## src/common/fpPkg.sv

```systemverilog
// IEEE 754 single precision format definitions shared by the function units.
// Holds field types, the exponent bias and the signed integer limits.

package fpPkg;

	// ==================================================
	// Bit pattern types
	// ==================================================

	// Raw float word: sign, biased exponent, stored fraction
	typedef logic [31:0] fpWord;

	// Biased exponent field
	typedef logic [7:0] expField;

	// Stored fraction, the hidden leading one is not part of it
	typedef logic [22:0] manField;

	// Two's complement integer result of a conversion
	typedef logic signed [31:0] intWord;

	// ==================================================
	// Format constants
	// ==================================================

	// Exponent value that encodes a scale of 2^0
	localparam int expBias = 127;

	// Number of stored fraction bits
	localparam int fracBits = 23;

	// Width of the converted integer
	localparam int intBits = 32;

	// All ones in the exponent marks infinity or NaN
	localparam expField expSpecial = 8'hFF;

	// Saturation limits used when a conversion is out of range
	localparam intWord intMax = 32'sh7FFF_FFFF;
	localparam intWord intMin = 32'sh8000_0000;

endpackage

```

## src/common/fpuPkg.sv

```systemverilog
// Cluster level types: opcodes, tags, unit ids and the request and result buses.
// Every block that sits on the issue path or the result bus imports this.

package fpuPkg;

	import fpPkg::*;

	// ==================================================
	// Operation and routing codes
	// ==================================================

	// Opcode picks the function unit that takes the request
	typedef enum logic {
		opTrunc = 1'b0,
		opToInt = 1'b1
	} fpuOp;

	// Caller chosen tag, echoed back with the result
	typedef logic [3:0] fpuTag;

	// Source unit reported on the result bus
	typedef enum logic {
		unitTrunc = 1'b0,
		unitToInt = 1'b1
	} unitId;

	// ==================================================
	// Buses
	// ==================================================

	// One issue from the caller
	typedef struct packed {
		logic  valid;
		fpuOp  op;
		fpuTag tag;
		fpWord operand;
	} fpuReq;

	// Result leaving one function unit toward the arbiter
	typedef struct packed {
		logic        valid;
		fpuTag       tag;
		logic [31:0] value;
		logic        overflow;
	} unitResult;

	// Result on the shared output bus, tagged with the unit that made it
	typedef struct packed {
		logic        valid;
		unitId       src;
		fpuTag       tag;
		logic [31:0] value;
		logic        overflow;
	} fpuResult;

endpackage

```

## src/fpu/fpToInt.sv

```systemverilog
// Float to signed 32-bit integer converter, rounding toward zero.
// Two pipeline stages, so two conversions can be in flight at once.
// Out of range values and NaN saturate and raise overflow.

`timescale 1ns/100ps

module fpToInt
	import fpPkg::*;
	import fpuPkg::*;
(
	input  logic      clk,
	input  logic      rstN,
	input  logic      start,
	input  fpuTag     tagIn,
	input  fpWord     operand,
	output unitResult result
);

	// Outcome class decided in stage one
	typedef enum logic [1:0] {
		clsZero,
		clsNormal,
		clsSatPos,
		clsSatNeg
	} convClass;

	// Operand fields
	logic    opSign;
	expField opExp;
	manField opMan;

	// Stage one decode
	convClass      cls;
	logic          shLeft;
	logic [4:0]    shAmt;

	// Stage one registers
	logic          s1Valid;
	convClass      s1Cls;
	logic          s1Sign;
	logic [fracBits:0] s1Mant;
	logic          s1ShLeft;
	logic [4:0]    s1ShAmt;
	fpuTag         s1Tag;

	// Stage two datapath and registers
	logic [intBits-1:0] mag;
	intWord        convValue;
	logic          s2Valid;
	logic          s2Ovf;
	intWord        s2Value;
	fpuTag         s2Tag;

	assign opSign = operand[31];
	assign opExp  = operand[30:23];
	assign opMan  = operand[22:0];

	// ==================================================
	// Stage one: classify and compute shift
	// ==================================================

	always_comb begin
		int unbExp;
		unbExp = int'(opExp) - expBias;
		if (opExp == expSpecial && opMan != '0) begin
			// NaN goes to the positive limit regardless of sign
			cls = clsSatPos;
		end else if (unbExp < 0) begin
			cls = clsZero;
		end else if (unbExp >= intBits - 1) begin
			// Exactly -2^31 still fits, everything else at this scale saturates
			if (opSign && unbExp == intBits - 1 && opMan == '0) begin
				cls = clsNormal;
			end else begin
				cls = opSign ? clsSatNeg : clsSatPos;
			end
		end else begin
			cls = clsNormal;
		end

		// Mantissa has its point after bit fracBits, align it to bit zero
		if (unbExp <= fracBits) begin
			shLeft = 1'b0;
			shAmt  = 5'(fracBits - unbExp);
		end else begin
			shLeft = 1'b1;
			shAmt  = 5'(unbExp - fracBits);
		end
	end

	always_ff @(posedge clk) begin
		if (!rstN) begin
			s1Valid <= 1'b0;
		end else begin
			s1Valid <= start;
		end
	end

	always_ff @(posedge clk) begin
		s1Cls    <= cls;
		s1Sign   <= opSign;
		// Restore the hidden leading one
		s1Mant   <= {1'b1, opMan};
		s1ShLeft <= shLeft;
		s1ShAmt  <= shAmt;
		s1Tag    <= tagIn;
	end

	// ==================================================
	// Stage two: shift, sign and saturate
	// ==================================================

	always_comb begin
		logic [intBits-1:0] wide;
		wide = {{(intBits - fracBits - 1){1'b0}}, s1Mant};
		mag  = s1ShLeft ? (wide << s1ShAmt) : (wide >> s1ShAmt);
		case (s1Cls)
			clsZero:   convValue = '0;
			clsSatPos: convValue = intMax;
			clsSatNeg: convValue = intMin;
			default:   convValue = s1Sign ? -intWord'(mag) : intWord'(mag);
		endcase
	end

	always_ff @(posedge clk) begin
		if (!rstN) begin
			s2Valid <= 1'b0;
			s2Ovf   <= 1'b0;
		end else begin
			s2Valid <= s1Valid;
			s2Ovf   <= s1Valid && (s1Cls == clsSatPos || s1Cls == clsSatNeg);
		end
	end

	always_ff @(posedge clk) begin
		s2Value <= convValue;
		s2Tag   <= s1Tag;
	end

	assign result = '{valid: s2Valid, tag: s2Tag, value: s2Value, overflow: s2Ovf};

	// The flag only ever accompanies a real result
	ovfNeedsValid: assert property (@(posedge clk) disable iff (!rstN)
		result.overflow |-> result.valid);

endmodule

```

## src/fpu/fpTrunc.sv

```systemverilog
// Float truncation unit that drops every fraction bit below the binary point.
// One result per start strobe, registered one cycle later with its tag.

`timescale 1ns/100ps

module fpTrunc
	import fpPkg::*;
	import fpuPkg::*;
(
	input  logic      clk,
	input  logic      rstN,
	input  logic      start,
	input  fpuTag     tagIn,
	input  fpWord     operand,
	output unitResult result
);

	// Operand fields
	logic    opSign;
	expField opExp;
	manField opMan;

	// Number of fraction bits that lie above the binary point
	logic [4:0] keepBits;
	manField    mask;
	fpWord      truncWord;

	// Output registers
	logic  resValid;
	fpuTag resTag;
	fpWord resWord;

	assign opSign = operand[31];
	assign opExp  = operand[30:23];
	assign opMan  = operand[22:0];

	// Only meaningful when the exponent is in the partial fraction range
	assign keepBits = 5'(int'(opExp) - expBias);

	// Ones in the top keepBits positions and zeros for the bits that get cut
	assign mask = ~({fracBits{1'b1}} >> keepBits);

	// ==================================================
	// Truncation
	// ==================================================

	always_comb begin
		if (opExp < expBias) begin
			// A magnitude below one always gives positive zero
			truncWord = '0;
		end else if (int'(opExp) >= expBias + fracBits) begin
			// Integers, infinity and NaN pass through as they are
			truncWord = operand;
		end else begin
			truncWord = {opSign, opExp, opMan & mask};
		end
	end

	always_ff @(posedge clk) begin
		if (!rstN) begin
			resValid <= 1'b0;
		end else begin
			resValid <= start;
		end
	end

	// Tag and truncated word ride along with the valid strobe
	always_ff @(posedge clk) begin
		resTag  <= tagIn;
		resWord <= truncWord;
	end

	assign result = '{valid: resValid, tag: resTag, value: resWord, overflow: 1'b0};

	// Every start yields a result exactly one cycle later, and nothing else does
	validFollowsStart: assert property (@(posedge clk)
		$past(rstN) |-> (result.valid == $past(start)));

endmodule

```

## src/source/fpuCluster.sv

```systemverilog
// Top of the conversion cluster: steers each request by opcode to its unit.
// Both units report through the arbiter onto one result bus with a busy level.

`timescale 1ns/100ps

module fpuCluster
	import fpuPkg::*;
#(
	parameter int queueDepth = 4
) (
	input  logic     clk,
	input  logic     rstN,
	input  fpuReq    req,
	output fpuResult result,
	output logic     busy
);

	// Start strobes decoded from the opcode
	logic truncStart;
	logic toIntStart;

	// Per-unit results toward the arbiter
	unitResult truncRes;
	unitResult toIntRes;

	assign truncStart = req.valid && (req.op == opTrunc);
	assign toIntStart = req.valid && (req.op == opToInt);

	// ==================================================
	// Function units
	// ==================================================

	fpTrunc truncUnit (
		.clk     (clk),
		.rstN    (rstN),
		.start   (truncStart),
		.tagIn   (req.tag),
		.operand (req.operand),
		.result  (truncRes)
	);

	fpToInt toIntUnit (
		.clk     (clk),
		.rstN    (rstN),
		.start   (toIntStart),
		.tagIn   (req.tag),
		.operand (req.operand),
		.result  (toIntRes)
	);

	// Issue strobes double as the in-flight count increments
	resultArbiter #(
		.queueDepth (queueDepth)
	) resultArb (
		.clk         (clk),
		.rstN        (rstN),
		.truncIssue  (truncStart),
		.toIntIssue  (toIntStart),
		.truncResult (truncRes),
		.toIntResult (toIntRes),
		.result      (result),
		.busy        (busy)
	);

endmodule

```

## src/source/resultArbiter.sv

```systemverilog
// Collects unit results into per-unit queues and drives the shared result bus.
// Grants round robin, one result per cycle, and raises busy when a unit is full.

`timescale 1ns/100ps

module resultArbiter
	import fpuPkg::*;
#(
	parameter int queueDepth = 4
) (
	input  logic      clk,
	input  logic      rstN,
	input  logic      truncIssue,
	input  logic      toIntIssue,
	input  unitResult truncResult,
	input  unitResult toIntResult,
	output fpuResult  result,
	output logic      busy
);

	localparam int ptrW = $clog2(queueDepth);
	localparam int cntW = $clog2(queueDepth + 1);

	// Units gathered into arrays indexed by unitId
	logic      issue  [2];
	unitResult unitIn [2];

	// Queue storage and pointers, one extra pointer bit tells full from empty
	unitResult mem   [2][queueDepth];
	logic [ptrW:0] wrPtr [2];
	logic [ptrW:0] rdPtr [2];
	logic [1:0]    empty;
	logic [1:0]    full;

	// Per-unit occupancy, in flight plus stored
	logic [cntW-1:0] cnt [2];

	// Arbitration
	unitResult head [2];
	logic [1:0] avail;
	logic [1:0] granted;
	logic       grantValid;
	unitId      grantSel;
	unitId      lastGrant;

	// Output registers
	logic        outValid;
	unitId       outSrc;
	fpuTag       outTag;
	logic [31:0] outValue;
	logic        outOvf;

	assign issue[unitTrunc]  = truncIssue;
	assign issue[unitToInt]  = toIntIssue;
	assign unitIn[unitTrunc] = truncResult;
	assign unitIn[unitToInt] = toIntResult;

	// ==================================================
	// Queue status and heads
	// ==================================================

	always_comb begin
		for (int u = 0; u < 2; u++) begin
			empty[u] = (wrPtr[u] == rdPtr[u]);
			full[u]  = (wrPtr[u][ptrW] != rdPtr[u][ptrW]) &&
				(wrPtr[u][ptrW-1:0] == rdPtr[u][ptrW-1:0]);
			// An empty queue hands the arriving result straight to the grant
			head[u]  = empty[u] ? unitIn[u] : mem[u][rdPtr[u][ptrW-1:0]];
			avail[u] = !empty[u] || unitIn[u].valid;
		end
	end

	// Round robin, alternate when both units have something waiting
	always_comb begin
		grantValid = |avail;
		if (avail[unitTrunc] && avail[unitToInt]) begin
			grantSel = (lastGrant == unitTrunc) ? unitToInt : unitTrunc;
		end else if (avail[unitToInt]) begin
			grantSel = unitToInt;
		end else begin
			grantSel = unitTrunc;
		end
		granted = '0;
		if (grantValid) begin
			granted[grantSel] = 1'b1;
		end
	end

	// ==================================================
	// Pointers, counters and storage
	// ==================================================

	always_ff @(posedge clk) begin
		if (!rstN) begin
			for (int u = 0; u < 2; u++) begin
				wrPtr[u] <= '0;
				rdPtr[u] <= '0;
				cnt[u]   <= '0;
			end
			lastGrant <= unitToInt;
		end else begin
			for (int u = 0; u < 2; u++) begin
				// Every arrival is written, a bypassed one is skipped by the read side
				if (unitIn[u].valid) begin
					wrPtr[u] <= wrPtr[u] + 1'b1;
				end
				if (granted[u]) begin
					rdPtr[u] <= rdPtr[u] + 1'b1;
				end
				if (issue[u] && !granted[u]) begin
					cnt[u] <= cnt[u] + 1'b1;
				end else if (!issue[u] && granted[u]) begin
					cnt[u] <= cnt[u] - 1'b1;
				end
			end
			if (grantValid) begin
				lastGrant <= grantSel;
			end
		end
	end

	always_ff @(posedge clk) begin
		for (int u = 0; u < 2; u++) begin
			if (unitIn[u].valid) begin
				mem[u][wrPtr[u][ptrW-1:0]] <= unitIn[u];
			end
		end
	end

	// ==================================================
	// Output bus
	// ==================================================

	always_ff @(posedge clk) begin
		if (!rstN) begin
			outValid <= 1'b0;
		end else begin
			outValid <= grantValid;
		end
	end

	always_ff @(posedge clk) begin
		outSrc   <= grantSel;
		outTag   <= head[grantSel].tag;
		outValue <= head[grantSel].value;
		outOvf   <= head[grantSel].overflow;
	end

	assign result = '{valid: outValid, src: outSrc, tag: outTag, value: outValue,
		overflow: outOvf};

	// Counters cover every item a unit can still deliver
	assign busy = (cnt[unitTrunc] == cntW'(queueDepth)) ||
		(cnt[unitToInt] == cntW'(queueDepth));

	// Occupancy tracking must keep results from landing on a full queue
	noWriteWhenFull: assert property (@(posedge clk) disable iff (!rstN)
		!((unitIn[0].valid && full[0]) || (unitIn[1].valid && full[1])));

	// Callers hold off while busy
	noIssueWhenBusy: assert property (@(posedge clk) disable iff (!rstN)
		(truncIssue || toIntIssue) |-> !busy);

endmodule
```

## config.mk

```make
export PLATFORM = sky130hd
export DESIGN_NAME = fpuCluster
export DESIGN_NICKNAME = d
export VERILOG_FILES = /design/src/common/fpPkg.sv /design/src/common/fpuPkg.sv /design/src/fpu/fpToInt.sv /design/src/fpu/fpTrunc.sv /design/src/source/fpuCluster.sv /design/src/source/resultArbiter.sv
export SDC_FILE = /design/constraint.sdc
export NUM_CORES = 1
export LEC_CHECK = 0
export BUFFER_PORTS_ARGS = -buffer_cell sky130_fd_sc_hd__buf_4
export CAP_MARGIN = 5
export CORE_UTILIZATION = 40
export DETAILED_ROUTE_END_ITERATION = 6
export MAX_ROUTING_LAYER = met4
export RECOVER_POWER = 50
export SETUP_SLACK_MARGIN = 0.5
export SLEW_MARGIN = 20
export SYNTH_ARGS = -nofsm -noshare
export SYNTH_HDL_FRONTEND = slang
export SYNTH_SLANG_ARGS = --single-unit
export TNS_END_PERCENT = 30
```

## constraint.sdc

```tcl
create_clock -name clk -period 8.4 [get_ports clk]
set_input_delay 1.26 -clock clk [delete_from_list [all_inputs] [get_ports clk]]
set_output_delay 1.26 -clock clk [all_outputs]
set_load 0.01 [all_outputs]
```

==> impl_metrics.env, run 1 <==
export IMPL_outcome="finished with violations"
export IMPL_violations="capacitance limit, slew limit"
export IMPL_first_pass_iters=7
export IMPL_fp_row_count=83
export IMPL_crit_chain="buf_4 -> mux2i_2 -> nand2b_1 -> nor2_1 -> nor4_1 -> ha_1 -> inv_1 -> a2111oi_1 -> nand4_2 -> or4_4 -> or4_1 -> nand3_1"
export IMPL_die_x_um=231
export IMPL_worst_slack_ns=3.13
export IMPL_ys_ff_latch=458
export IMPL_final_common_cell="edfxtp_1"
export IMPL_hold_buffers=0
export IMPL_via_per_inst=5.89
export IMPL_max_freq_ghz=0.190
export IMPL_core_area_um2=51600
export IMPL_vias=13900
export IMPL_io_pins=80
export IMPL_fin_skew_ns=0.0349
export IMPL_critPathMaxStageDelay_ns=0.81
export IMPL_nFillCells=4633
export IMPL_grt_first_pass_wirelength_um=88200
export IMPL_antenna_cells=0
export IMPL_crit_fanout=53
export IMPL_die_y_um=231
export IMPL_p_per_area_nw_per_um2=306
export IMPL_path_clk_slew_ns=0.06
export IMPL_gp_congestion=0.903
export IMPL_cpMaxStageDelayCell="nor4_1"
export IMPL_maxSlewHeadroom_pct=-112
export IMPL_clock_root_buffer="clkbuf_16"
export IMPL_layout_drive_gt1_share_pct=17.6
export IMPL_path_class="reg2reg"
export IMPL_hp_class="reg2reg"
export IMPL_grt_usage_pct=22.6
export IMPL_worst_pin_slew_ns=3.18
export IMPL_reg2reg_depth=12
export IMPL_maxCapViolCount=3
export IMPL_timing_rr_end="toIntUnit.s2Value[30]$_DFF_P_"
export IMPL_post_synth_num_cell_types=98
export IMPL_cp_arrival_ns=5.77
export IMPL_cts_resized=0
export IMPL_final_cell_mix="310 x edfxtp_1, 206 x nand2_1, 146 x dfxtp_1, 101 x mux4_2, 74 x nor2_1"
export IMPL_detail_route_wl_per_cell_um=24.9
export IMPL_clk_path_buf_depth=3
export IMPL_grt_max_degree=54
export IMPL_rr_startpoint="toIntUnit.s1ShAmt[0]$_DFF_P_"
export IMPL_post_route_min_period_ns=5.27
export IMPL_cts_tree="built"
export IMPL_ir_drop_v=0.000196
export IMPL_synth_edf_count=310
export IMPL_area_growth_pct=11.7
export IMPL_setup_violations=0
export IMPL_yosys_area_top_type="edfxtp_1"
export IMPL_numPlacedInstances=2278
export IMPL_preCtsSetupSlack_ns=3.29
export IMPL_htree_levels=2
export IMPL_crit_required_ns=8.90
export IMPL_period_share_pct=62.7
export IMPL_fin_tns_setup_ns=0
export IMPL_antenna_found_initial=1
export IMPL_grt_setup_unrepaired="no"
export IMPL_slew_viol_final=114
export IMPL_hold_viol=0
export IMPL_path_depth=12
export IMPL_ys_seq_area_share_pct=58.4
export IMPL_num_nets_final=1711
export IMPL_ys_async_sr_fraction_pct=0
export IMPL_drtAntennaViolNets=0
export IMPL_numCtsBuffers=47
export IMPL_dieArea_um2=53500
export IMPL_yosysWarningCount=0
export IMPL_finalWirelength_um=58900
export IMPL_whs_ns=0.425
export IMPL_min_from="toIntUnit.s1Tag[0]$_DFF_P_"
export IMPL_drc_errors=0
export IMPL_post_cts_buffers=0
export IMPL_clk_latency_ns=0.59
export IMPL_synth_top_cell_area_share_pct=44.3
export IMPL_avgSynthCellArea_um2=13.1
export IMPL_start_util_pct=40.7
export IMPL_synth_fp_nets=1669
export IMPL_synth_area_leaders="edfxtp_1 44%, dfxtp_1 14%, mux4_2 11%"
export IMPL_portBuffers=79
export IMPL_syn_instance_count=1605
export IMPL_netlist_area_um2=21000
export IMPL_hold_path_end="toIntUnit.s2Tag[0]$_DFF_P_"
export IMPL_gr_total_overflow=0
export IMPL_cp_top_family="simple AND/OR/NAND/NOR gates"
export IMPL_drt_iter0_drc=1437
export IMPL_post_dp_hpwl_um=39500
export IMPL_cp_end_kind="register"
export IMPL_final_cell_count_no_fill=2366
export IMPL_total_leakage_power_nw=8.31
export IMPL_ys_flop_type="edfxtp_1"
export IMPL_holdPathStages=0
export IMPL_critPathBufInv=2
export IMPL_startpoint_type="register"
export IMPL_clock_sinks=458
export IMPL_timing_reg2reg_setup_slack_ns=3.13
export IMPL_first_global_vias=13700
cell families after synthesis:
group	Yosys count	synth area share, %
mux	164	14.4
simple gates	522	12.3
compound gates	267	8.73
buf+inv	136	3.31
fa+ha+maj	24	1.46
xor+xnor	34	1.42
flops	458	58.4
sequential cells by signal, summed over array words and instances (netlist names), 4 cells and up:
register,count
toIntUnit.s2Tag,4
resultArb.outValue,32
resultArb.wrPtr,6
resultArb.outTag,4
resultArb.mem,292
toIntUnit.s1ShAmt,5
toIntUnit.s2Value,32
toIntUnit.s1Tag,4
toIntUnit.s1Mant,23
resultArb.rdPtr,6
truncUnit.resWord,32
resultArb.cnt,6
Yosys cell counts (all sizes together) (23+ instances only):
cell type,count
mux2,23
dfxtp,148
a31oi,45
and2,27
mux2i,36
xnor2,27
a21oi,46
clkbuf,65
nor2,74
and3,56
inv,29
mux4,105
o21ai,47
ha,23
edfxtp,310
buf,38
nor3,23
nand2,206
nand3,33
area by class of cell:
| cell class | instances | area [um2] | share of cell area [%] |
|---|---|---|---|
| sequential | 458 | 12300 | 52.3 |
| multi-input combinational | 1011 | 8090 | 34.4 |
| clock buffer | 64 | 1290 | 5.50 |
| tap | 680 | 851 | 3.62 |
| timing repair buffer | 99 | 642 | 2.73 |
| clock inverter | 24 | 230 | 0.980 |
| inverter | 30 | 113 | 0.479 |
metrics by stage:
stage	utilization [%]	power [W]	cell area, um2
after floorplan	-	0.00431	21000
after global placement	42.8	0.00522	22100
after detailed placement	42.8	0.00523	22100
after CTS	45.7	0.00728	23600
after global routing	45.5	0.00750	23500
final	45.5	0.00718	23500
power breakdown:
part	leakage, nW	internal (W)	switching (W)
logic	3.48	0.000916	0.00144
clock network	0.738	0.00118	0.000863
registers	4.09	0.00265	0.000139
total	8.31	0.00474	0.00244
worst max-delay path by stage:
stage                                            start                       endpoint
after global routing      toIntUnit.s1ShAmt[0]$_DFF_P_  toIntUnit.s2Value[30]$_DFF_P_
after CTS                 toIntUnit.s1ShAmt[0]$_DFF_P_  toIntUnit.s2Value[30]$_DFF_P_
after detailed placement  toIntUnit.s1ShAmt[0]$_DFF_P_  toIntUnit.s2Value[30]$_DFF_P_
after floorplan           toIntUnit.s1ShAmt[0]$_DFF_P_  toIntUnit.s2Value[30]$_DFF_P_
final                     toIntUnit.s1ShAmt[0]$_DFF_P_  toIntUnit.s2Value[30]$_DFF_P_
after global placement    toIntUnit.s1ShAmt[0]$_DFF_P_  toIntUnit.s2Value[30]$_DFF_P_
metal layers:
metal | vias to the layer above | track usage, % | part of all wire [%]
li1 | 6249 | - | -
met5 | - | - | 0
met4 | 0 | 7.37 | 3.0
met1 | 7092 | 30.5 | 44
met3 | 113 | 2.73 | 4.9
met2 | 490 | 35.6 | 48
worst register-to-register path: cells and delay by family, from the launching register on:
kind	cells	cell delay (ns)
AO/OA/AOI/OAI	1	0.43
adder cells (fa/ha/maj)	1	0.33
buffers and inverters	2	0.76
flip-flops	1	0.67
multiplexers	1	0.43
AND/OR/NAND/NOR	7	2.56
No activity file was read; power rests on OpenSTA's default activity.
==> inputs of run 2 (changes only) <==
==> constraint.sdc (replaced) <==
create_clock -name clk -period 5.4 [get_ports clk]
set_input_delay 0.81 -clock clk [delete_from_list [all_inputs] [get_ports clk]]
set_output_delay 0.81 -clock clk [all_outputs]
set_load 0.01 [all_outputs]
==> impl_metrics.env, run 2 (synthesized netlist as in run 1, its figures left out) <==
export IMPL_comb_power_share_pct=32.4
export IMPL_intPower_w=0.00753
export IMPL_antenna_cells=0
export IMPL_clk_path_buf_depth=3
export IMPL_total_leakage_power_nw=8.42
export IMPL_nFillCells=4602
export IMPL_switchingPower_w=0.00381
export IMPL_final_cell_mix="310 x edfxtp_1, 206 x nand2_1, 146 x dfxtp_1, 101 x mux4_2, 80 x buf_4"
export IMPL_outcome="finished with violations"
export IMPL_portBuffers=79
export IMPL_path_clk_slew_ns=0.06
export IMPL_hp_class="in2reg"
export IMPL_num_nets_final=1724
export IMPL_numCtsBuffers=46
export IMPL_crit_fanout=39
export IMPL_cp_end_kind="register"
export IMPL_post_dp_hpwl_um=40200
export IMPL_ir_drop_v=0.000252
export IMPL_p_seq_share_pct=38.6
export IMPL_layout_drive_gt1_share_pct=18.6
export IMPL_first_global_vias=13400
export IMPL_core_area_um2=51600
export IMPL_clock_root_buffer="clkbuf_16"
export IMPL_area_growth_pct=12.5
export IMPL_start_util_pct=40.7
export IMPL_max_freq_ghz=0.225
export IMPL_hold_buffers=0
export IMPL_violations="capacitance limit, slew limit"
export IMPL_finalWirelength_um=59300
export IMPL_maxSlewHeadroom_pct=-107
export IMPL_drtAntennaViolNets=0
export IMPL_cp_arrival_ns=4.95
export IMPL_largest_register_ffs=292
export IMPL_first_pass_iters=6
export IMPL_fin_tns_setup_ns=0
export IMPL_maxCapViolCount=3
export IMPL_startpoint_type="register"
export IMPL_grt_max_degree=59
export IMPL_slew_viol_final=101
export IMPL_post_cts_buffers=0
export IMPL_die_y_um=231
export IMPL_via_per_inst=5.84
export IMPL_clk_latency_ns=0.58
export IMPL_p_per_area_nw_per_um2=479
export IMPL_gr_total_overflow=0
export IMPL_swShare_pct=33.6
export IMPL_path_class="reg2reg"
export IMPL_setup_violations=0
export IMPL_post_route_min_period_ns=4.44
export IMPL_cts_resized=0
export IMPL_cts_tree="built"
export IMPL_io_pins=80
export IMPL_final_common_cell="edfxtp_1"
export IMPL_detail_route_wl_per_cell_um=24.9
export IMPL_grt_usage_pct=22.7
export IMPL_drc_errors=0
export IMPL_die_x_um=231
export IMPL_drt_iter0_drc=1445
export IMPL_grt_first_pass_wirelength_um=87500
export IMPL_hold_viol=0
export IMPL_period_share_pct=82.2
export IMPL_gp_congestion=0.914
export IMPL_vias=13900
export IMPL_fp_row_count=83
export IMPL_grt_setup_unrepaired="no"
export IMPL_clkPwrFrac_pct=29.1
export IMPL_numPlacedInstances=2291
export IMPL_htree_levels=2
export IMPL_crit_required_ns=5.92
export IMPL_final_cell_count_no_fill=2378
export IMPL_dieArea_um2=53500
export IMPL_antenna_found_initial=0
export IMPL_fin_skew_ns=0.0208
export IMPL_worst_pin_slew_ns=3.11
export IMPL_clock_sinks=458
[run 2: cell count changes in the layout (fill, tap and decap cells not counted), sizes merged]
cell / delta
clkinvlp: -2
clkinv: -2
clkbuf: -1
bufinv: +3
inv: +1
buf: +13
[run 2: worst max-delay path, cell delays in order (launching register included)]
cell and delay [ns]:
dfxtp_2 0.89, mux4_2 0.42, mux2_2 0.29, and2_1 0.16, nor4_1 0.34, buf_4 0.21, ha_1 0.19, inv_1 0.06
a2111oi_1 0.43, nand4_2 0.21, or4_4 0.60, or4_1 0.48, nand3_1 0.07
[run 2: metrics by stage]
| step | power, W | hold slack [ns] | setup slack [ns] | util (%) | area, um2 |
|---|---|---|---|---|---|
| after floorplan | 0.00671 | 0.377 | 1.25 | - | 21000 |
| after global placement | 0.00816 | 0.415 | 0.992 | 43.0 | 22200 |
| after detailed placement | 0.00817 | 0.404 | 0.998 | 43.0 | 22200 |
| after CTS | 0.0115 | 0.299 | 0.964 | 46.0 | 23800 |
| after global routing | 0.0118 | 0.321 | 0.628 | 45.8 | 23700 |
| final | 0.0113 | 0.348 | 0.960 | 45.8 | 23700 |
[run 2: power by group through the flow]
stage	Sequential, W	Combinational, W	Clock [W]
5_1_grt	0.00441	0.00394	0.00348
2_1_floorplan	0.00439	0.00232	0
3_5_place_dp	0.00444	0.00373	0
3_3_place_gp	0.00443	0.00373	0
4_1_cts	0.00437	0.00375	0.00335
6_report	0.00437	0.00367	0.00330
[run 2: path summary, 6_finish.rpt]
path	startpoint	to	slack (ns)	cells after the start
hold reg to reg	toIntUnit.s1Tag[1]$_DFF_P_	toIntUnit.s2Tag[1]$_DFF_P_	0.42	0
setup reg to reg	toIntUnit.s1ShAmt[1]$_DFF_P_	toIntUnit.s2Value[30]$_DFF_P_	0.96	12
hold / removal	req[33]	toIntUnit.s1Tag[1]$_DFF_P_	0.35	1
setup / recovery	toIntUnit.s1ShAmt[1]$_DFF_P_	toIntUnit.s2Value[30]$_DFF_P_	0.96	12
[run 2: layout make-up]
type                            instances  area, um2  share of cell area (%)
Clock buffer                           62       1280                    5.42
Sequential cell                       458      12300                    51.9
Clock inverter                         24        294                    1.24
Inverter                               30        113                   0.476
Timing Repair Buffer                  113        756                    3.19
Tap cell                              680        851                    3.60
Multi-Input combinational cell       1011       8090                    34.2
[run 2: metal layers]
metal	GRT usage, %	part of all wire [%]	vias up
li1	-	-	6283
met1	30.4	44	7034
met2	35.8	48	486
met3	3.08	5.4	88
met4	6.83	2.7	0
met5	-	0	-
==> inputs of run 3 (changes only) <==
==> constraint.sdc (replaced) <==
create_clock -name clk -period 4.05 [get_ports clk]
set_input_delay 0.6075 -clock clk [delete_from_list [all_inputs] [get_ports clk]]
set_output_delay 0.6075 -clock clk [all_outputs]
set_load 0.01 [all_outputs]
==> impl_metrics.env, run 3 (synthesized netlist as in run 1, its figures left out) <==
export IMPL_crit_start="toIntUnit.s1ShAmt[0]$_DFF_P_"
export IMPL_crit_required_ns=4.58
export IMPL_crit_fanout=8
export IMPL_startpoint_type="register"
export IMPL_min_from="req[34]"
export IMPL_largest_register_ffs=292
export IMPL_hold_viol=0
export IMPL_hold_buffers=0
export IMPL_reg2reg_depth=10
export IMPL_endpoint="toIntUnit.s2Value[30]$_DFF_P_"
export IMPL_numCtsBuffers=48
export IMPL_crit_chain="buf_4 -> buf_8 -> mux4_2 -> mux2i_1 -> a211oi_1 -> or4_4 -> or4_4 -> or4_4 -> or4_4 -> nand3_2"
export IMPL_clk_latency_ns=0.59
export IMPL_first_global_vias=13900
export IMPL_grt_setup_unrepaired="yes"
export IMPL_cp_arrival_ns=4.18
export IMPL_antenna_found_initial=0
export IMPL_gr_total_overflow=0
export IMPL_antenna_cells=0
export IMPL_htree_levels=2
export IMPL_drt_iter0_drc=1246
export IMPL_fin_area_um2=24100
export IMPL_grt_first_pass_wirelength_um=90600
export IMPL_detail_route_wl_per_cell_um=24.9
export IMPL_maxCapViolCount=1
export IMPL_grt_usage_pct=23.4
export IMPL_dpl_instance_area_um2=22600
export IMPL_dieArea_um2=53500
export IMPL_post_route_min_period_ns=3.65
export IMPL_start_util_pct=40.7
export IMPL_io_pins=80
export IMPL_finish_utilization_pct=46.8
export IMPL_first_pass_iters=5
export IMPL_rr_startpoint="toIntUnit.s1ShAmt[0]$_DFF_P_"
export IMPL_cts_tree="built"
export IMPL_violations="capacitance limit, slew limit"
export IMPL_crit_top_cell="or4_4"
export IMPL_period_share_pct=90.2
export IMPL_area_growth_pct=14.8
export IMPL_path_class="reg2reg"
export IMPL_multi_input_area_um2=8210
export IMPL_drtAntennaViolNets=0
export IMPL_final_common_cell="edfxtp_1"
export IMPL_layout_drive_gt1_share_pct=20.3
export IMPL_fin_tns_setup_ns=0
export IMPL_die_y_um=231
export IMPL_preCtsSetupSlack_ns=0.237
export IMPL_cpMaxStageDelayCell="or4_4"
export IMPL_post_dp_hpwl_um=42400
export IMPL_drc_errors=0
export IMPL_critPathMaxStageDelay_ns=0.60
export IMPL_timing_reg2reg_setup_slack_ns=0.40
export IMPL_cp_end_kind="register"
export IMPL_fp_row_count=83
export IMPL_outcome="finished with violations"
export IMPL_worst_pin_slew_ns=1.91
export IMPL_p_per_area_nw_per_um2=628
export IMPL_path_clk_slew_ns=0.06
export IMPL_num_nets_final=1784
export IMPL_grt_max_degree=40
export IMPL_max_freq_ghz=0.274
export IMPL_vias=14200
export IMPL_regArea_um2=12300
export IMPL_clock_root_buffer="clkbuf_16"
export IMPL_final_cell_mix="310 x edfxtp_1, 206 x nand2_1, 145 x dfxtp_1, 104 x mux4_2, 93 x buf_4"
export IMPL_ir_drop_v=0.000372
export IMPL_hp_class="in2reg"
export IMPL_finalWirelength_um=60800
export IMPL_worst_slack_ns=0.397
export IMPL_via_per_inst=5.81
export IMPL_gp_congestion=0.928
export IMPL_nFillCells=4573
export IMPL_total_power_w=0.0152
export IMPL_total_leakage_power_nw=8.60
export IMPL_core_area_um2=51600
export IMPL_fin_skew_ns=0.0288
export IMPL_clock_sinks=458
export IMPL_setup_violations=0
export IMPL_clk_path_buf_depth=3
export IMPL_portBuffers=79
export IMPL_maxSlewHeadroom_pct=-27.3
export IMPL_slew_viol_final=20
export IMPL_timing_rr_end="toIntUnit.s2Value[30]$_DFF_P_"
export IMPL_die_x_um=231
run 3: changes by cell type in the layout (fill, tap and decap cells not counted), sizes merged:
| cell | delta |
|---|---|
| clkinv | +7 |
| buf | +20 |
| clkinvlp | +2 |
| clkbuf | +39 |
| inv | -3 |
| bufinv | -3 |
run 3: worst min path at each step:
stage                                 end  slack (ns)  cells past startpoint
2_1_floorplan  toIntUnit.s2Tag[0]$_DFF_P_        0.38                      0
3_5_place_dp   toIntUnit.s2Tag[1]$_DFF_P_        0.40                      0
5_1_grt        toIntUnit.s1Tag[2]$_DFF_P_        0.12                      1
4_1_cts        toIntUnit.s1Tag[2]$_DFF_P_        0.09                      1
3_3_place_gp   toIntUnit.s2Tag[3]$_DFF_P_        0.41                      0
6_report       toIntUnit.s1Tag[2]$_DFF_P_        0.14                      1
run 3: cell type report:
class                      count  share of cell area [%]
sequential                   458                    50.9
multi-input combinational   1011                    34.0
inverter                      30                   0.467
clock buffer                  63                    5.51
clock inverter                27                    1.07
tap                          680                    3.53
timing repair buffer         171                    4.55
run 3: power by group:
group / switching, W / internal [W] / total (W)
clock: 0.00183 / 0.00252 / 0.00435
combinational: 0.00307 / 0.00194 / 0.00501
sequential: 0.000310 / 0.00549 / 0.00580
total: 0.00521 / 0.00996 / 0.0152
run 3: timing repair:
item                                    CTS  global route
setup buffers                            10             5
hold endpoints to repair                  0             0
resized for setup                        15            20
endpoints found under the setup margin   18            20
pin swaps                                 7            10
run 3: critical path: cells and delay by family, from the launching register on:
kind / cells / cell delay [ns]
mux: 2 / 0.74
buf+inv: 2 / 0.27
simple gates: 5 / 2.13
compound gates: 1 / 0.08
flops: 1 / 0.42
run 3: through the flow:
| step | hold WS, ns | std cells |
|---|---|---|
| 2_1_floorplan | 0.377 | 1605 |
| 3_3_place_gp | 0.409 | 2334 |
| 3_5_place_dp | 0.403 | 2335 |
| 4_1_cts | 0.0854 | 2435 |
| 5_1_grt | 0.116 | 2440 |
| 6_report | 0.141 | 2440 |
run 3: routing by layer:
metal	wire length, um	vias up	track usage, %
li1	-	6396	-
met5	0	-	-
met3	2990	109	2.83
met4	1980	0	7.62
met2	29100	483	36.9
met1	26700	7188	31.3
